===== config.mk =====
export PLATFORM = sky130hd
export DESIGN_NAME = iso14443a_sniffer
export DESIGN_NICKNAME = d
export VERILOG_FILES = /design/src/source/iso14443a_pkg.sv /design/src/source/iso14443a_sniffer.sv /design/src/source/host_link.sv /design/src/source/byte_fifo.sv /design/src/source/frame_assembler.sv /design/src/source/subcarrier_detector.sv /design/src/source/carrier_shaper.sv
export SDC_FILE = /design/constraint.sdc
export NUM_CORES = 1
export LEC_CHECK = 0
export ABC_AREA = 1
export BUFFER_PORTS_ARGS = -buffer_cell sky130_fd_sc_hd__buf_4
export CAP_MARGIN = 20
export CORE_UTILIZATION = 45
export CTS_BUF_LIST = sky130_fd_sc_hd__clkbuf_8
export CTS_CLUSTER_SIZE = 8
export DETAILED_ROUTE_END_ITERATION = 7
export GPL_ROUTABILITY_DRIVEN = 0
export PLACE_DENSITY = 0.71
export SETUP_SLACK_MARGIN = 0.15
export SLEW_MARGIN = 15
export SYNTH_ARGS = -nofsm -noshare
export SYNTH_HDL_FRONTEND = slang
export SYNTH_SLANG_ARGS = --single-unit

===== constraint.sdc =====
create_clock -name pck0 -period 12.9 [get_ports pck0]
set_input_delay 2.58 -clock pck0 [delete_from_list [all_inputs] [get_ports pck0]]
set_output_delay 2.58 -clock pck0 [all_outputs]
set_load 0.02 [all_outputs]

===== src/source/iso14443a_pkg.sv =====
//----------------------------------------------------------------------
// shared constants and types for the ISO14443-A sniff and listen path
// all levels are raw ADC codes, all times are pck0 cycles
// the derived widths assume the counts are powers of two
//----------------------------------------------------------------------
`default_nettype none

package iso14443a_pkg;

	// ADC and reader pause shaping
	localparam int sample_w = 8;
	localparam int hyst_high = 16;
	localparam int hyst_low = 8;
	localparam int deep_on_count = 8;
	localparam int deep_off_count = 256;
	localparam int deep_on_w = $clog2(deep_on_count);
	localparam int deep_off_w = $clog2(deep_off_count);

	// tag edge detector and bit timing
	localparam int edge_threshold = 5;
	localparam int bit_period = 16;
	localparam int phase_w = $clog2(bit_period);
	localparam int window_phase = 4;

	// host side buffering
	localparam int fifo_depth = 4;
	localparam int fifo_ptr_w = $clog2(fifo_depth);

	typedef logic [sample_w-1:0] sample_t;
	typedef logic signed [10:0] filter_t;
	typedef logic [7:0] host_byte_t;

	// sniff samples reader and tag, listen samples the tag only
	typedef enum logic {
		mode_sniff = 1'b0,
		mode_listen = 1'b1
	} mode_t;

	typedef struct packed {
		logic reader_bit;
		logic deep_mod;
	} carrier_status_t;

	typedef struct packed {
		logic req;
		host_byte_t data;
	} host_req_t;

endpackage

`default_nettype wire

===== src/source/iso14443a_sniffer.sv =====
//----------------------------------------------------------------------
// ISO14443-A receive path top level, sniff and reader-listen modes
// one adc_d sample per pck0 cycle, bytes go out over req/ack
//----------------------------------------------------------------------
`timescale 1ns/10ps
`default_nettype none

module iso14443a_sniffer (
	input wire pck0,
	input wire fdt_reset,
	input wire iso14443a_pkg::mode_t mode,
	input wire iso14443a_pkg::sample_t adc_d,
	output iso14443a_pkg::host_req_t host,
	input wire host_ack,
	output logic overflow
);
	import iso14443a_pkg::*;

	carrier_status_t status;
	logic [phase_w-1:0] phase;
	logic tag_bit;
	logic wr_en;
	host_byte_t wr_data;
	logic rd_en;
	logic not_empty;
	host_byte_t head;

	//------------------------------------------------------------------
	// producer side
	//------------------------------------------------------------------
	carrier_shaper u_shaper (
		.pck0 (pck0),
		.fdt_reset (fdt_reset),
		.adc_d (adc_d),
		.status (status)
	);

	subcarrier_detector u_detector (
		.pck0 (pck0),
		.fdt_reset (fdt_reset),
		.adc_d (adc_d),
		.phase (phase),
		.tag_bit (tag_bit)
	);

	frame_assembler u_assembler (
		.pck0 (pck0),
		.fdt_reset (fdt_reset),
		.mode (mode),
		.status (status),
		.tag_bit (tag_bit),
		.phase (phase),
		.wr_en (wr_en),
		.wr_data (wr_data)
	);

	//------------------------------------------------------------------
	// buffer and host side
	//------------------------------------------------------------------
	byte_fifo u_fifo (
		.pck0 (pck0),
		.fdt_reset (fdt_reset),
		.wr_en (wr_en),
		.wr_data (wr_data),
		.rd_en (rd_en),
		.not_empty (not_empty),
		.head (head),
		.overflow (overflow)
	);

	host_link u_link (
		.pck0 (pck0),
		.fdt_reset (fdt_reset),
		.not_empty (not_empty),
		.head (head),
		.rd_en (rd_en),
		.host (host),
		.host_ack (host_ack)
	);

endmodule

`default_nettype wire


===== src/source/host_link.sv =====
//----------------------------------------------------------------------
// four-phase req/ack byte sender
// data is held from the rise of req until the host drops ack
// a new req needs ack seen low in idle first
//----------------------------------------------------------------------
`timescale 1ns/10ps
`default_nettype none

module host_link (
	input wire pck0,
	input wire fdt_reset,
	input wire not_empty,
	input wire iso14443a_pkg::host_byte_t head,
	output logic rd_en,
	output iso14443a_pkg::host_req_t host,
	input wire host_ack
);
	import iso14443a_pkg::*;

	typedef enum logic [1:0] {
		idle,
		wait_ack_high,
		wait_ack_low
	} link_state_t;

	link_state_t state;
	host_byte_t data_q;

	// take the head only when the host has released the previous byte
	assign rd_en = (state == idle) && not_empty && !host_ack;

	always_ff @(posedge pck0)
	begin
		if (fdt_reset)
		begin
			state <= idle;
		end
		else
		begin
			case (state)
				idle:
					if (rd_en)
						state <= wait_ack_high;
				wait_ack_high:
					if (host_ack)
						state <= wait_ack_low;
				wait_ack_low:
					if (!host_ack)
						state <= idle;
				default:
					state <= idle;
			endcase
		end
	end

	always_ff @(posedge pck0)
	begin
		if (rd_en)
			data_q <= head;
	end

	// req is high for exactly the wait_ack_high state
	assign host = '{req: (state == wait_ack_high), data: data_q};

endmodule

`default_nettype wire


===== src/source/byte_fifo.sv =====
//----------------------------------------------------------------------
// byte FIFO with show-ahead read
// a write into a full FIFO is lost and overflow stays set until reset
//----------------------------------------------------------------------
`timescale 1ns/10ps
`default_nettype none

module byte_fifo (
	input wire pck0,
	input wire fdt_reset,
	input wire wr_en,
	input wire iso14443a_pkg::host_byte_t wr_data,
	input wire rd_en,
	output logic not_empty,
	output iso14443a_pkg::host_byte_t head,
	output logic overflow
);
	import iso14443a_pkg::*;

	host_byte_t mem [fifo_depth];
	logic [fifo_ptr_w-1:0] wr_ptr;
	logic [fifo_ptr_w-1:0] rd_ptr;
	logic [fifo_ptr_w:0] count;
	logic full;
	logic do_wr;
	logic do_rd;

	assign full = (count == (fifo_ptr_w + 1)'(fifo_depth));
	assign not_empty = (count != '0);
	// fullness is judged before any read of the same cycle
	assign do_wr = wr_en && !full;
	assign do_rd = rd_en && not_empty;
	assign head = mem[rd_ptr];

	always_ff @(posedge pck0)
	begin
		if (do_wr)
			mem[wr_ptr] <= wr_data;
	end

	//------------------------------------------------------------------
	// pointers wrap naturally since the depth is a power of two
	//------------------------------------------------------------------
	always_ff @(posedge pck0)
	begin
		if (fdt_reset)
		begin
			wr_ptr <= '0;
			rd_ptr <= '0;
			count <= '0;
			overflow <= 1'b0;
		end
		else
		begin
			if (do_wr)
				wr_ptr <= wr_ptr + 1'b1;
			if (do_rd)
				rd_ptr <= rd_ptr + 1'b1;
			if (do_wr && !do_rd)
				count <= count + 1'b1;
			else if (do_rd && !do_wr)
				count <= count - 1'b1;
			if (wr_en && full)
				overflow <= 1'b1;
		end
	end

endmodule

`default_nettype wire


===== src/source/frame_assembler.sv =====
//----------------------------------------------------------------------
// bit timing, bit sampling and byte packing
// mode is taken only while fdt_reset is high
// bytes leave as one-cycle pulses, nothing here waits for the FIFO
//----------------------------------------------------------------------
`timescale 1ns/10ps
`default_nettype none

module frame_assembler (
	input wire pck0,
	input wire fdt_reset,
	input wire iso14443a_pkg::mode_t mode,
	input wire iso14443a_pkg::carrier_status_t status,
	input wire tag_bit,
	output logic [iso14443a_pkg::phase_w-1:0] phase,
	output logic wr_en,
	output iso14443a_pkg::host_byte_t wr_data
);
	import iso14443a_pkg::*;

	mode_t mode_q;
	// 128 cycles cover the eight bits of one listen byte
	logic [6:0] bit_cnt;
	logic [3:0] reader_sr;
	logic [7:0] tag_sr;
	logic sample_point;
	logic load_sniff;
	logic load_listen;

	always_ff @(posedge pck0)
	begin
		if (fdt_reset)
			mode_q <= mode;
	end

	//------------------------------------------------------------------
	// bit period counter, free running from 0 to 127
	//------------------------------------------------------------------
	always_ff @(posedge pck0)
	begin
		if (fdt_reset)
			bit_cnt <= '0;
		else
			bit_cnt <= bit_cnt + 1'b1;
	end

	// the detector window is keyed to the same phase
	assign phase = bit_cnt[phase_w-1:0];
	assign sample_point = (phase == '0);
	assign load_sniff = (mode_q == mode_sniff) && (bit_cnt[5:0] == 6'd63);
	assign load_listen = (mode_q == mode_listen) && (bit_cnt == 7'd127);

	//------------------------------------------------------------------
	// bit sampling, newest bit enters at the LSB
	//------------------------------------------------------------------
	always_ff @(posedge pck0)
	begin
		if (sample_point)
		begin
			reader_sr <= {reader_sr[2:0], status.reader_bit};
			tag_sr <= {tag_sr[6:0], tag_bit};
		end
	end

	//------------------------------------------------------------------
	// byte packing
	//------------------------------------------------------------------
	always_ff @(posedge pck0)
	begin
		if (fdt_reset)
			wr_en <= 1'b0;
		else
			wr_en <= load_sniff || load_listen;
	end

	always_ff @(posedge pck0)
	begin
		if (load_sniff)
		begin
			// while a reader talks the tag nibble would only carry its pauses
			if (status.deep_mod)
				wr_data <= {reader_sr, 4'b0000};
			else
				wr_data <= {reader_sr, tag_sr[3:0]};
		end
		else if (load_listen)
		begin
			wr_data <= tag_sr;
		end
	end

endmodule

`default_nettype wire


===== src/source/subcarrier_detector.sv =====
//----------------------------------------------------------------------
// tag load modulation detector
// a gaussian derivative filter over five samples feeds an edge maximum
// search, one decision per window at phase window_phase
// the window phase is fixed, no realignment to reader edges
//----------------------------------------------------------------------
`timescale 1ns/10ps
`default_nettype none

module subcarrier_detector (
	input wire pck0,
	input wire fdt_reset,
	input wire iso14443a_pkg::sample_t adc_d,
	input wire [iso14443a_pkg::phase_w-1:0] phase,
	output logic tag_bit
);
	import iso14443a_pkg::*;

	// sample history, prev_4 is the oldest
	sample_t prev_4;
	sample_t prev_3;
	sample_t prev_2;
	sample_t prev_1;
	logic [10:0] lead_sum;
	logic [10:0] trail_sum;
	filter_t filtered;
	// steepest falling edge gives the positive peak, rising the negative
	filter_t pos_max;
	filter_t neg_min;

	always_ff @(posedge pck0)
	begin
		prev_4 <= prev_3;
		prev_3 <= prev_2;
		prev_2 <= prev_1;
		prev_1 <= adc_d;
	end

	//------------------------------------------------------------------
	// filter taps are 2, 1, 0, -1, -2 from oldest to current
	//------------------------------------------------------------------
	// both sums stay below 766 so the difference fits 11 signed bits
	assign lead_sum = {2'b00, prev_4, 1'b0} + {3'b000, prev_3};
	assign trail_sum = {2'b00, adc_d, 1'b0} + {3'b000, prev_1};
	assign filtered = filter_t'(lead_sum - trail_sum);

	//------------------------------------------------------------------
	// per window decision
	//------------------------------------------------------------------
	always_ff @(posedge pck0)
	begin
		if (fdt_reset)
		begin
			tag_bit <= 1'b0;
			pos_max <= '0;
			neg_min <= '0;
		end
		else if (phase == phase_w'(window_phase))
		begin
			// modulation needs a strong edge in both directions
			tag_bit <= (pos_max > filter_t'(edge_threshold)) &&
				(neg_min < -filter_t'(edge_threshold));
			// the sample at the decision point opens the next window
			pos_max <= (filtered > 0) ? filtered : '0;
			neg_min <= (filtered < 0) ? filtered : '0;
		end
		else if (filtered > 0)
		begin
			if (filtered > pos_max)
				pos_max <= filtered;
		end
		else
		begin
			if (filtered < neg_min)
				neg_min <= filtered;
		end
	end

endmodule

`default_nettype wire


===== src/source/carrier_shaper.sv =====
//----------------------------------------------------------------------
// reader pause shaping with a hysteresis and deep modulation detection
// reader_bit lags adc_d by one cycle, levels between the thresholds hold
// there is no field-loss timeout, a dead field reads as a long pause
//----------------------------------------------------------------------
`timescale 1ns/10ps
`default_nettype none

module carrier_shaper (
	input wire pck0,
	input wire fdt_reset,
	input wire iso14443a_pkg::sample_t adc_d,
	output iso14443a_pkg::carrier_status_t status
);
	import iso14443a_pkg::*;

	logic reader_bit;
	logic deep_mod;
	// run lengths of zero and non-zero samples
	logic [deep_on_w-1:0] zero_run;
	logic [deep_off_w-1:0] live_run;

	//------------------------------------------------------------------
	// hysteresis, a Schmitt trigger against slowly moving carrier edges
	//------------------------------------------------------------------
	always_ff @(posedge pck0)
	begin
		if (fdt_reset)
		begin
			reader_bit <= 1'b0;
		end
		else if (adc_d >= sample_t'(hyst_high))
		begin
			reader_bit <= 1'b1;
		end
		else if (adc_d < sample_t'(hyst_low))
		begin
			reader_bit <= 1'b0;
		end
	end

	//------------------------------------------------------------------
	// deep modulation, set by a run of zero samples and cleared by a
	// much longer run of carrier
	//------------------------------------------------------------------
	always_ff @(posedge pck0)
	begin
		if (fdt_reset)
		begin
			deep_mod <= 1'b0;
			zero_run <= '0;
			live_run <= '0;
		end
		else if (adc_d == '0)
		begin
			// any zero sample breaks the carrier run
			live_run <= '0;
			if (zero_run == deep_on_w'(deep_on_count - 1))
				deep_mod <= 1'b1;
			else
				zero_run <= zero_run + 1'b1;
		end
		else
		begin
			zero_run <= '0;
			if (live_run == deep_off_w'(deep_off_count - 1))
				deep_mod <= 1'b0;
			else
				live_run <= live_run + 1'b1;
		end
	end

	assign status = '{reader_bit: reader_bit, deep_mod: deep_mod};

endmodule

`default_nettype wire


==> results of run 1 <==
==> placed cells by master (no fill, tap or decap), types with 2 or more instances in the layout <==
master     Yosys  layout
o21ai_0       33      33
nand3_2       13      13
nand4_1       10      10
a211oi_1       3       3
nor4_1         5       5
bufinv_16      0       2
nor2_1        96      96
nand3_1       16      16
a21oi_2        2       2
edfxtp_1      61      61
xor2_1         8       8
nand3b_1       4       4
clkinv_4       0       3
o31ai_1        2       2
nand2_2        5       5
buf_4          1      22
mux2_2         4       4
o22ai_1        8       8
clkbuf_8       0      19
inv_2          3       3
o21a_1         2       2
ha_1          42      42
fa_1          14      14
nand2_1      106     106
clkinv_2       0       3
nor3_1         8       8
dfxtp_1       86      86
inv_1        137     141
nand2_4        2       2
nor2_2         3       3
a21oi_1       42      42
==> critical path, stage by stage <==
cell and delay (ps):
buf_4 120, fa_1 490, fa_1 510, inv_1 40
ha_1 350, nand2_1 70, nand2_1 90, inv_1 60
nand2_1 90, nand4_1 110, nand2_1 90, nand2_1 60
nand2_1 60, a21o_1 210, inv_1 110, ha_1 330
inv_1 90, o21bai_1 80, nor2_1 130, nand2_1 60
nand2_1 70, nand3_2 380, a21oi_1 300, nor2_1 60
==> flip-flops by register name, summed over array words and instances (netlist names), 4 cells and up <==
register / flops
u_detector.prev_4: 8
u_detector.prev_1: 8
u_detector.prev_3: 8
u_detector.prev_2: 8
u_link.data_q: 8
u_shaper.live_run: 8
u_detector.pos_max: 11
u_fifo.mem: 32
u_assembler.bit_cnt: 7
u_assembler.reader_sr: 4
u_assembler.tag_sr: 8
u_detector.neg_min: 11
u_assembler.wr_data: 8
==> worst paths after layout <==
kind | from | end | slack (ps) | depth (start not counted)
max | adc_d[2] | u_detector.pos_max[5] | 6660 | 24
min | u_detector.prev_2[4] | u_detector.prev_3[4] | 330 | 0
max reg2reg | u_detector.prev_3[3] | u_detector.pos_max[5] | 8580 | 24
min reg2reg | u_detector.prev_2[4] | u_detector.prev_3[4] | 330 | 0
==> power groups by stage <==
stage	Combinational [mW]	Clock [mW]	Sequential [mW]
after global placement	0.506	0	0.593
after floorplan	0.408	0	0.590
final	0.515	0.344	0.583
after CTS	0.516	0.355	0.584
after detailed placement	0.513	0	0.593
after global routing	0.598	0.380	0.590
==> per-stage QoR <==
stage / instances / util, % / setup slack (ps)
final: 962 / 51.4 / 6660
after detailed placement: 930 / 48.8 / 6230
after floorplan: 738 / - / 7020
after global placement: 930 / 48.8 / 6270
after global routing: 962 / 51.4 / 6320
after CTS: 962 / 51.4 / 6730
==> per-layer routing <==
layer  share of wire [%]  wire (um)
met3                 3.7        423
met5                   0          0
met2                  47       5360
met4                 1.8        208
met1                  48       5510
==> final cells by class <==
cell class / count / area, um^2
Fill cell: 1361 / 7140
Sequential cell: 147 / 3550
Multi-Input combinational cell: 437 / 2700
Inverter: 140 / 526
Clock buffer: 19 / 262
Tap cell: 184 / 230
Timing Repair Buffer: 22 / 165
Clock inverter: 13 / 124
==> kinds of logic after synthesis <==
| logic type | count (synthesis) |
|---|---|
| buffers and inverters | 154 |
| DFF | 147 |
| adders and majority gates | 56 |
| xor gates and xnor gates | 10 |
| muxes | 4 |
| and+or+nand+nor | 270 |
| AOI/OAI and AO/OA | 97 |
==> results.json, run 1 <==
{
  "status": "finished with violations",
  "syn_area_per_cell_um2": 9.29,
  "synth_top_area_share_pct": 26.7,
  "antenna_found_initial": 0,
  "drv_slew": 0,
  "vdd_drop_max_mv": 0.101,
  "intPower_uw": 916,
  "violations": "DRC",
  "place_area_um2": 7180,
  "grt_overflow": 0,
  "synth_top_family_by_area": "simple AND/OR/NAND/NOR gates",
  "fin_setup_tns_ps": 0,
  "cts_buffer_depth": 2,
  "fin_crit_sh_pct": 48.3,
  "routed_wirelength_um": 11500,
  "yosysWarnings": 0,
  "synthTopCellsByCount": "137 x inv_1, 106 x nand2_1, 96 x nor2_1, 86 x dfxtp_1, 61 x edfxtp_1",
  "critPathArrivalTime_ps": 6570,
  "drc_errors": 1,
  "dieArea_um2": 15700,
  "pin_count": 22,
  "final_hold_viol_count": 0,
  "syn_inst": 738,
  "cts_resized": 0,
  "switchingPower_uw": 526,
  "synth_mux_area_share_pct": 0.657,
  "sw_frac_of_total_pct": 36.5,
  "fin_skew_ps": 8.27,
  "synth_fa_ha_area_share_pct": 11.8,
  "relSlewSlack_pct": 40.7,
  "ys_types": 39,
  "met1_usage_pct": 20.4,
  "use_met3_pct": 4.62,
  "clockRootBuffer": "clkbuf_8",
  "powerDensity_nw_per_um2": 191,
  "power_frac_seq_pct": 40.4,
  "start_util_pct": 46.6,
  "synth.cell_area_um2": 6860,
  "synth.area.top_cells": "edfxtp_1 27%, dfxtp_1 25%, ha_1 7.7%",
  "grt_pass1_vias": 4504,
  "hp-class": "reg -> reg",
  "tightest_slew_ps": 883,
  "crit_required_ps": 13240,
  "maxCapViolations": 0,
  "power_mw": 1.44,
  "clkSinkCount": 147,
  "portBuffers": 21,
  "drt_iter0_markers": 316,
  "area_growth_pct": 10.3,
  "ctsHoldBuffers": 0,
  "synthXorXnorAreaFrac_pct": 1.39,
  "num_rows": 44,
  "crit_type": "in -> reg",
  "leakage_nw": 3.44,
  "grt_max_degree": 29,
  "ant_nets": 0,
  "coreArea_um2": 14700,
  "h-tree-depth": 4,
  "crit_path_end_kind": "register",
  "async_flop_share_pct": 0,
  "firstDrtPassIters": 8,
  "synth_nets": 806,
  "fin_nets": 833,
  "use_met2_pct": 27.1,
  "fin_hold_ws_ps": 328,
  "yosys_register_bits": 147,
  "grt_pass1_wl_um": 20500,
  "cts_setup_buffers": 0,
  "die_w_um": 125,
  "grt_setup_unrepaired": "no",
  "insertion_delay_ps": 450,
  "crit_path_max_fanout": 21,
  "synthSimpleGateAreaFrac_pct": 17.8,
  "drive_gt1_share_pct": 10.9,
  "clock.fmax_mhz": 160,
  "synth_edf_count": 61,
  "p_clk_share_pct": 23.9,
  "num_vias": 4635,
  "diodes": 0,
  "dp_hpwl_um": 8290,
  "vias_per_cell": 4.82,
  "design_area_um2": 7560,
  "die_y_um": 125,
  "cts-buffers-inserted": 17,
  "routedWlPerCell_um": 12.0,
  "synth_ff_type": "dfxtp_1",
  "cts_tree": "yes",
  "p_comb_share_pct": 35.7,
  "yosysMostFrequentCell": "inv_1",
  "synth-compound-area-share_pct": 7.76,
  "clk_pin_slew_ps": 70,
  "fin_crit_ps": 6240,
  "top_usage_layer": "met2",
  "setup_viol": 0,
  "startpoint_type": "input pin",
  "yosys.area.top_type": "edfxtp_1",
  "seq_area_frac_synth_pct": 51.8,
  "grt_use_total_pct": 16.5
}
Power figures use the tool's default switching activity.
==> run 2, diff against run 1 <==
- clock period: 12.9 -> 5.77 ns (I/O delays scaled with it)
==> run 2 against run 1 <==
Power increased by 120%. Clock-buffer cell count increased by 1. Sequential power increased by 120%. Register-to-register slack got worse by 7200 ps. Global-route usage decreased by 0.32 points. Clock skew increased by 2.3 ps. The flow still finishes with violations (DRC).
==> results.json, run 2 (synthesis gave the netlist of run 1 again) <==
{
  "clkSinkCount": 147,
  "r2r-end": "u_detector.pos_max[5]",
  "layout_commonest_cell": "inv_1",
  "holdPathStages": 0,
  "crit_path_end_kind": "register",
  "pin_count": 22,
  "r2r_slack_ps": 1400,
  "die_w_um": 125,
  "num_vias": 4672,
  "largest_reg_flops": 32,
  "grt_overflow": 0,
  "drive_gt1_share_pct": 11.2,
  "relSlewSlack_pct": 40.0,
  "ctsHoldBuffers": 0,
  "crit_type": "in -> reg",
  "setup_viol": 0,
  "drt_iter0_markers": 324,
  "cts_buffer_depth": 2,
  "fin_util_pct": 51.5,
  "grt_setup_unrepaired": "no",
  "drv_slew": 0,
  "fin_skew_ps": 10.6,
  "startpoint_type": "input pin",
  "powerDensity_nw_per_um2": 427,
  "regMostFlops": "u_fifo.mem",
  "hp-class": "reg -> reg",
  "r2r_cells": 24,
  "cts_tree": "yes",
  "violations": "DRC",
  "final_hold_viol_count": 0,
  "maxCapViolations": 0,
  "multi_input_area_um2": 2700,
  "antenna_found_initial": 0,
  "insertion_delay_ps": 460,
  "grt_pass1_vias": 4330,
  "r2r_start": "u_detector.prev_3[3]",
  "dieArea_um2": 15700,
  "routedWlPerCell_um": 12.2,
  "fin_crit_ps": 4860,
  "start_util_pct": 46.6,
  "fin_setup_tns_ps": 0,
  "design_area_um2": 7560,
  "cts_resized": 0,
  "grt_use_total_pct": 16.2,
  "h-tree-depth": 4,
  "portBuffers": 21,
  "area_growth_pct": 10.3,
  "cts_setup_buffers": 0,
  "grt_max_degree": 29,
  "ant_nets": 0,
  "crit_required_ps": 6130,
  "drc_errors": 3,
  "ff_latch_area_um2": 3550,
  "die_y_um": 125,
  "routed_wirelength_um": 11700,
  "top_regs": "u_fifo.mem (32), u_detector.neg_min (11), u_detector.pos_max (11)",
  "num_rows": 44,
  "hold_end": "u_detector.prev_3[3]",
  "clock.fmax_mhz": 206,
  "fill_cells": 1366,
  "status": "finished with violations",
  "vdd_drop_max_mv": 0.198,
  "layout_common_cells": "139 x inv_1, 106 x nand2_1, 96 x nor2_1",
  "fin_crit_sh_pct": 84.2,
  "diodes": 0,
  "dp_hpwl_um": 8400,
  "firstDrtPassIters": 8,
  "place_area_um2": 7180,
  "critPathArrivalTime_ps": 5220,
  "crit_path_max_fanout": 21,
  "coreArea_um2": 14700,
  "clk_pin_slew_ps": 80,
  "cts-buffers-inserted": 17,
  "tightest_slew_ps": 893,
  "fin_nets": 834,
  "leakage_nw": 3.43,
  "clockRootBuffer": "clkbuf_8",
  "grt_pass1_wl_um": 20000,
  "hold_start": "u_detector.prev_2[3]",
  "vias_per_cell": 4.85
}
[run 2: changes by cell type in the layout (fill, tap and decap cells not counted), sizes merged]
cell / before / now
clkinv: 6 / 4
clkbuf: 19 / 20
clkinvlp: 1 / 2
buf: 22 / 23
bufinv: 2 / 1
inv: 144 / 145
[run 2: metrics by stage]
step	std cells	power, mW	hold slack [ps]	setup slack, ps
2_1_floorplan	738	2.23	310	1310
3_3_place_gp	931	2.46	311	571
3_5_place_dp	931	2.48	312	486
4_1_cts	963	3.25	332	997
5_1_grt	963	3.48	337	558
6_report	963	3.23	330	910
[run 2: worst max-delay path by stage]
stage | cells past startpoint | from | end
floorplan | 24 | adc_d[2] | u_detector.pos_max[9]
global placement | 24 | adc_d[2] | u_detector.pos_max[9]
detailed placement | 24 | adc_d[2] | u_detector.pos_max[9]
CTS | 24 | adc_d[2] | u_detector.pos_max[9]
global route | 24 | adc_d[2] | u_detector.pos_max[9]
finish | 24 | adc_d[2] | u_detector.pos_max[5]
[run 2: where the power goes]
part / switching (mW) / internal, mW / total, mW / leakage, nW
clock network: 0.391 / 0.375 / 0.766 / 0.196
registers: 0.0797 / 1.22 / 1.30 / 1.27
logic: 0.732 / 0.428 / 1.16 / 1.97
[run 2: layout make-up]
type,count,share of cell area [%]
Tap cell,184,3.04
Sequential cell,147,47.0
Clock inverter,12,1.41
Clock buffer,20,3.64
Timing Repair Buffer,23,2.28
Multi-Input combinational cell,437,35.7
Inverter,140,6.95
[run 2: worst max-delay path: stages]
cell      delay (ps)
buf_4            120
fa_1             490
fa_1             510
inv_1             40
ha_1             360
nand2_1           70
nand2_1           80
inv_1             50
nand2_1           80
nand4_1          140
nand2_1           90
nand2_1           70
nand2_1           60
a21o_1           200
inv_1            100
ha_1             330
inv_1             90
o21bai_1          80
nor2_1           160
nand2_1           70
nand2_1           80
nand3_2          390
a21oi_1          310
nor2_1            60
[run 2: per-layer routing]
layer | wire, um | track usage, %
met2 | 5500 | 26.0
met1 | 5530 | 20.1
met4 | 225 | 7.03
met3 | 501 | 5.01
met5 | 0 | 0
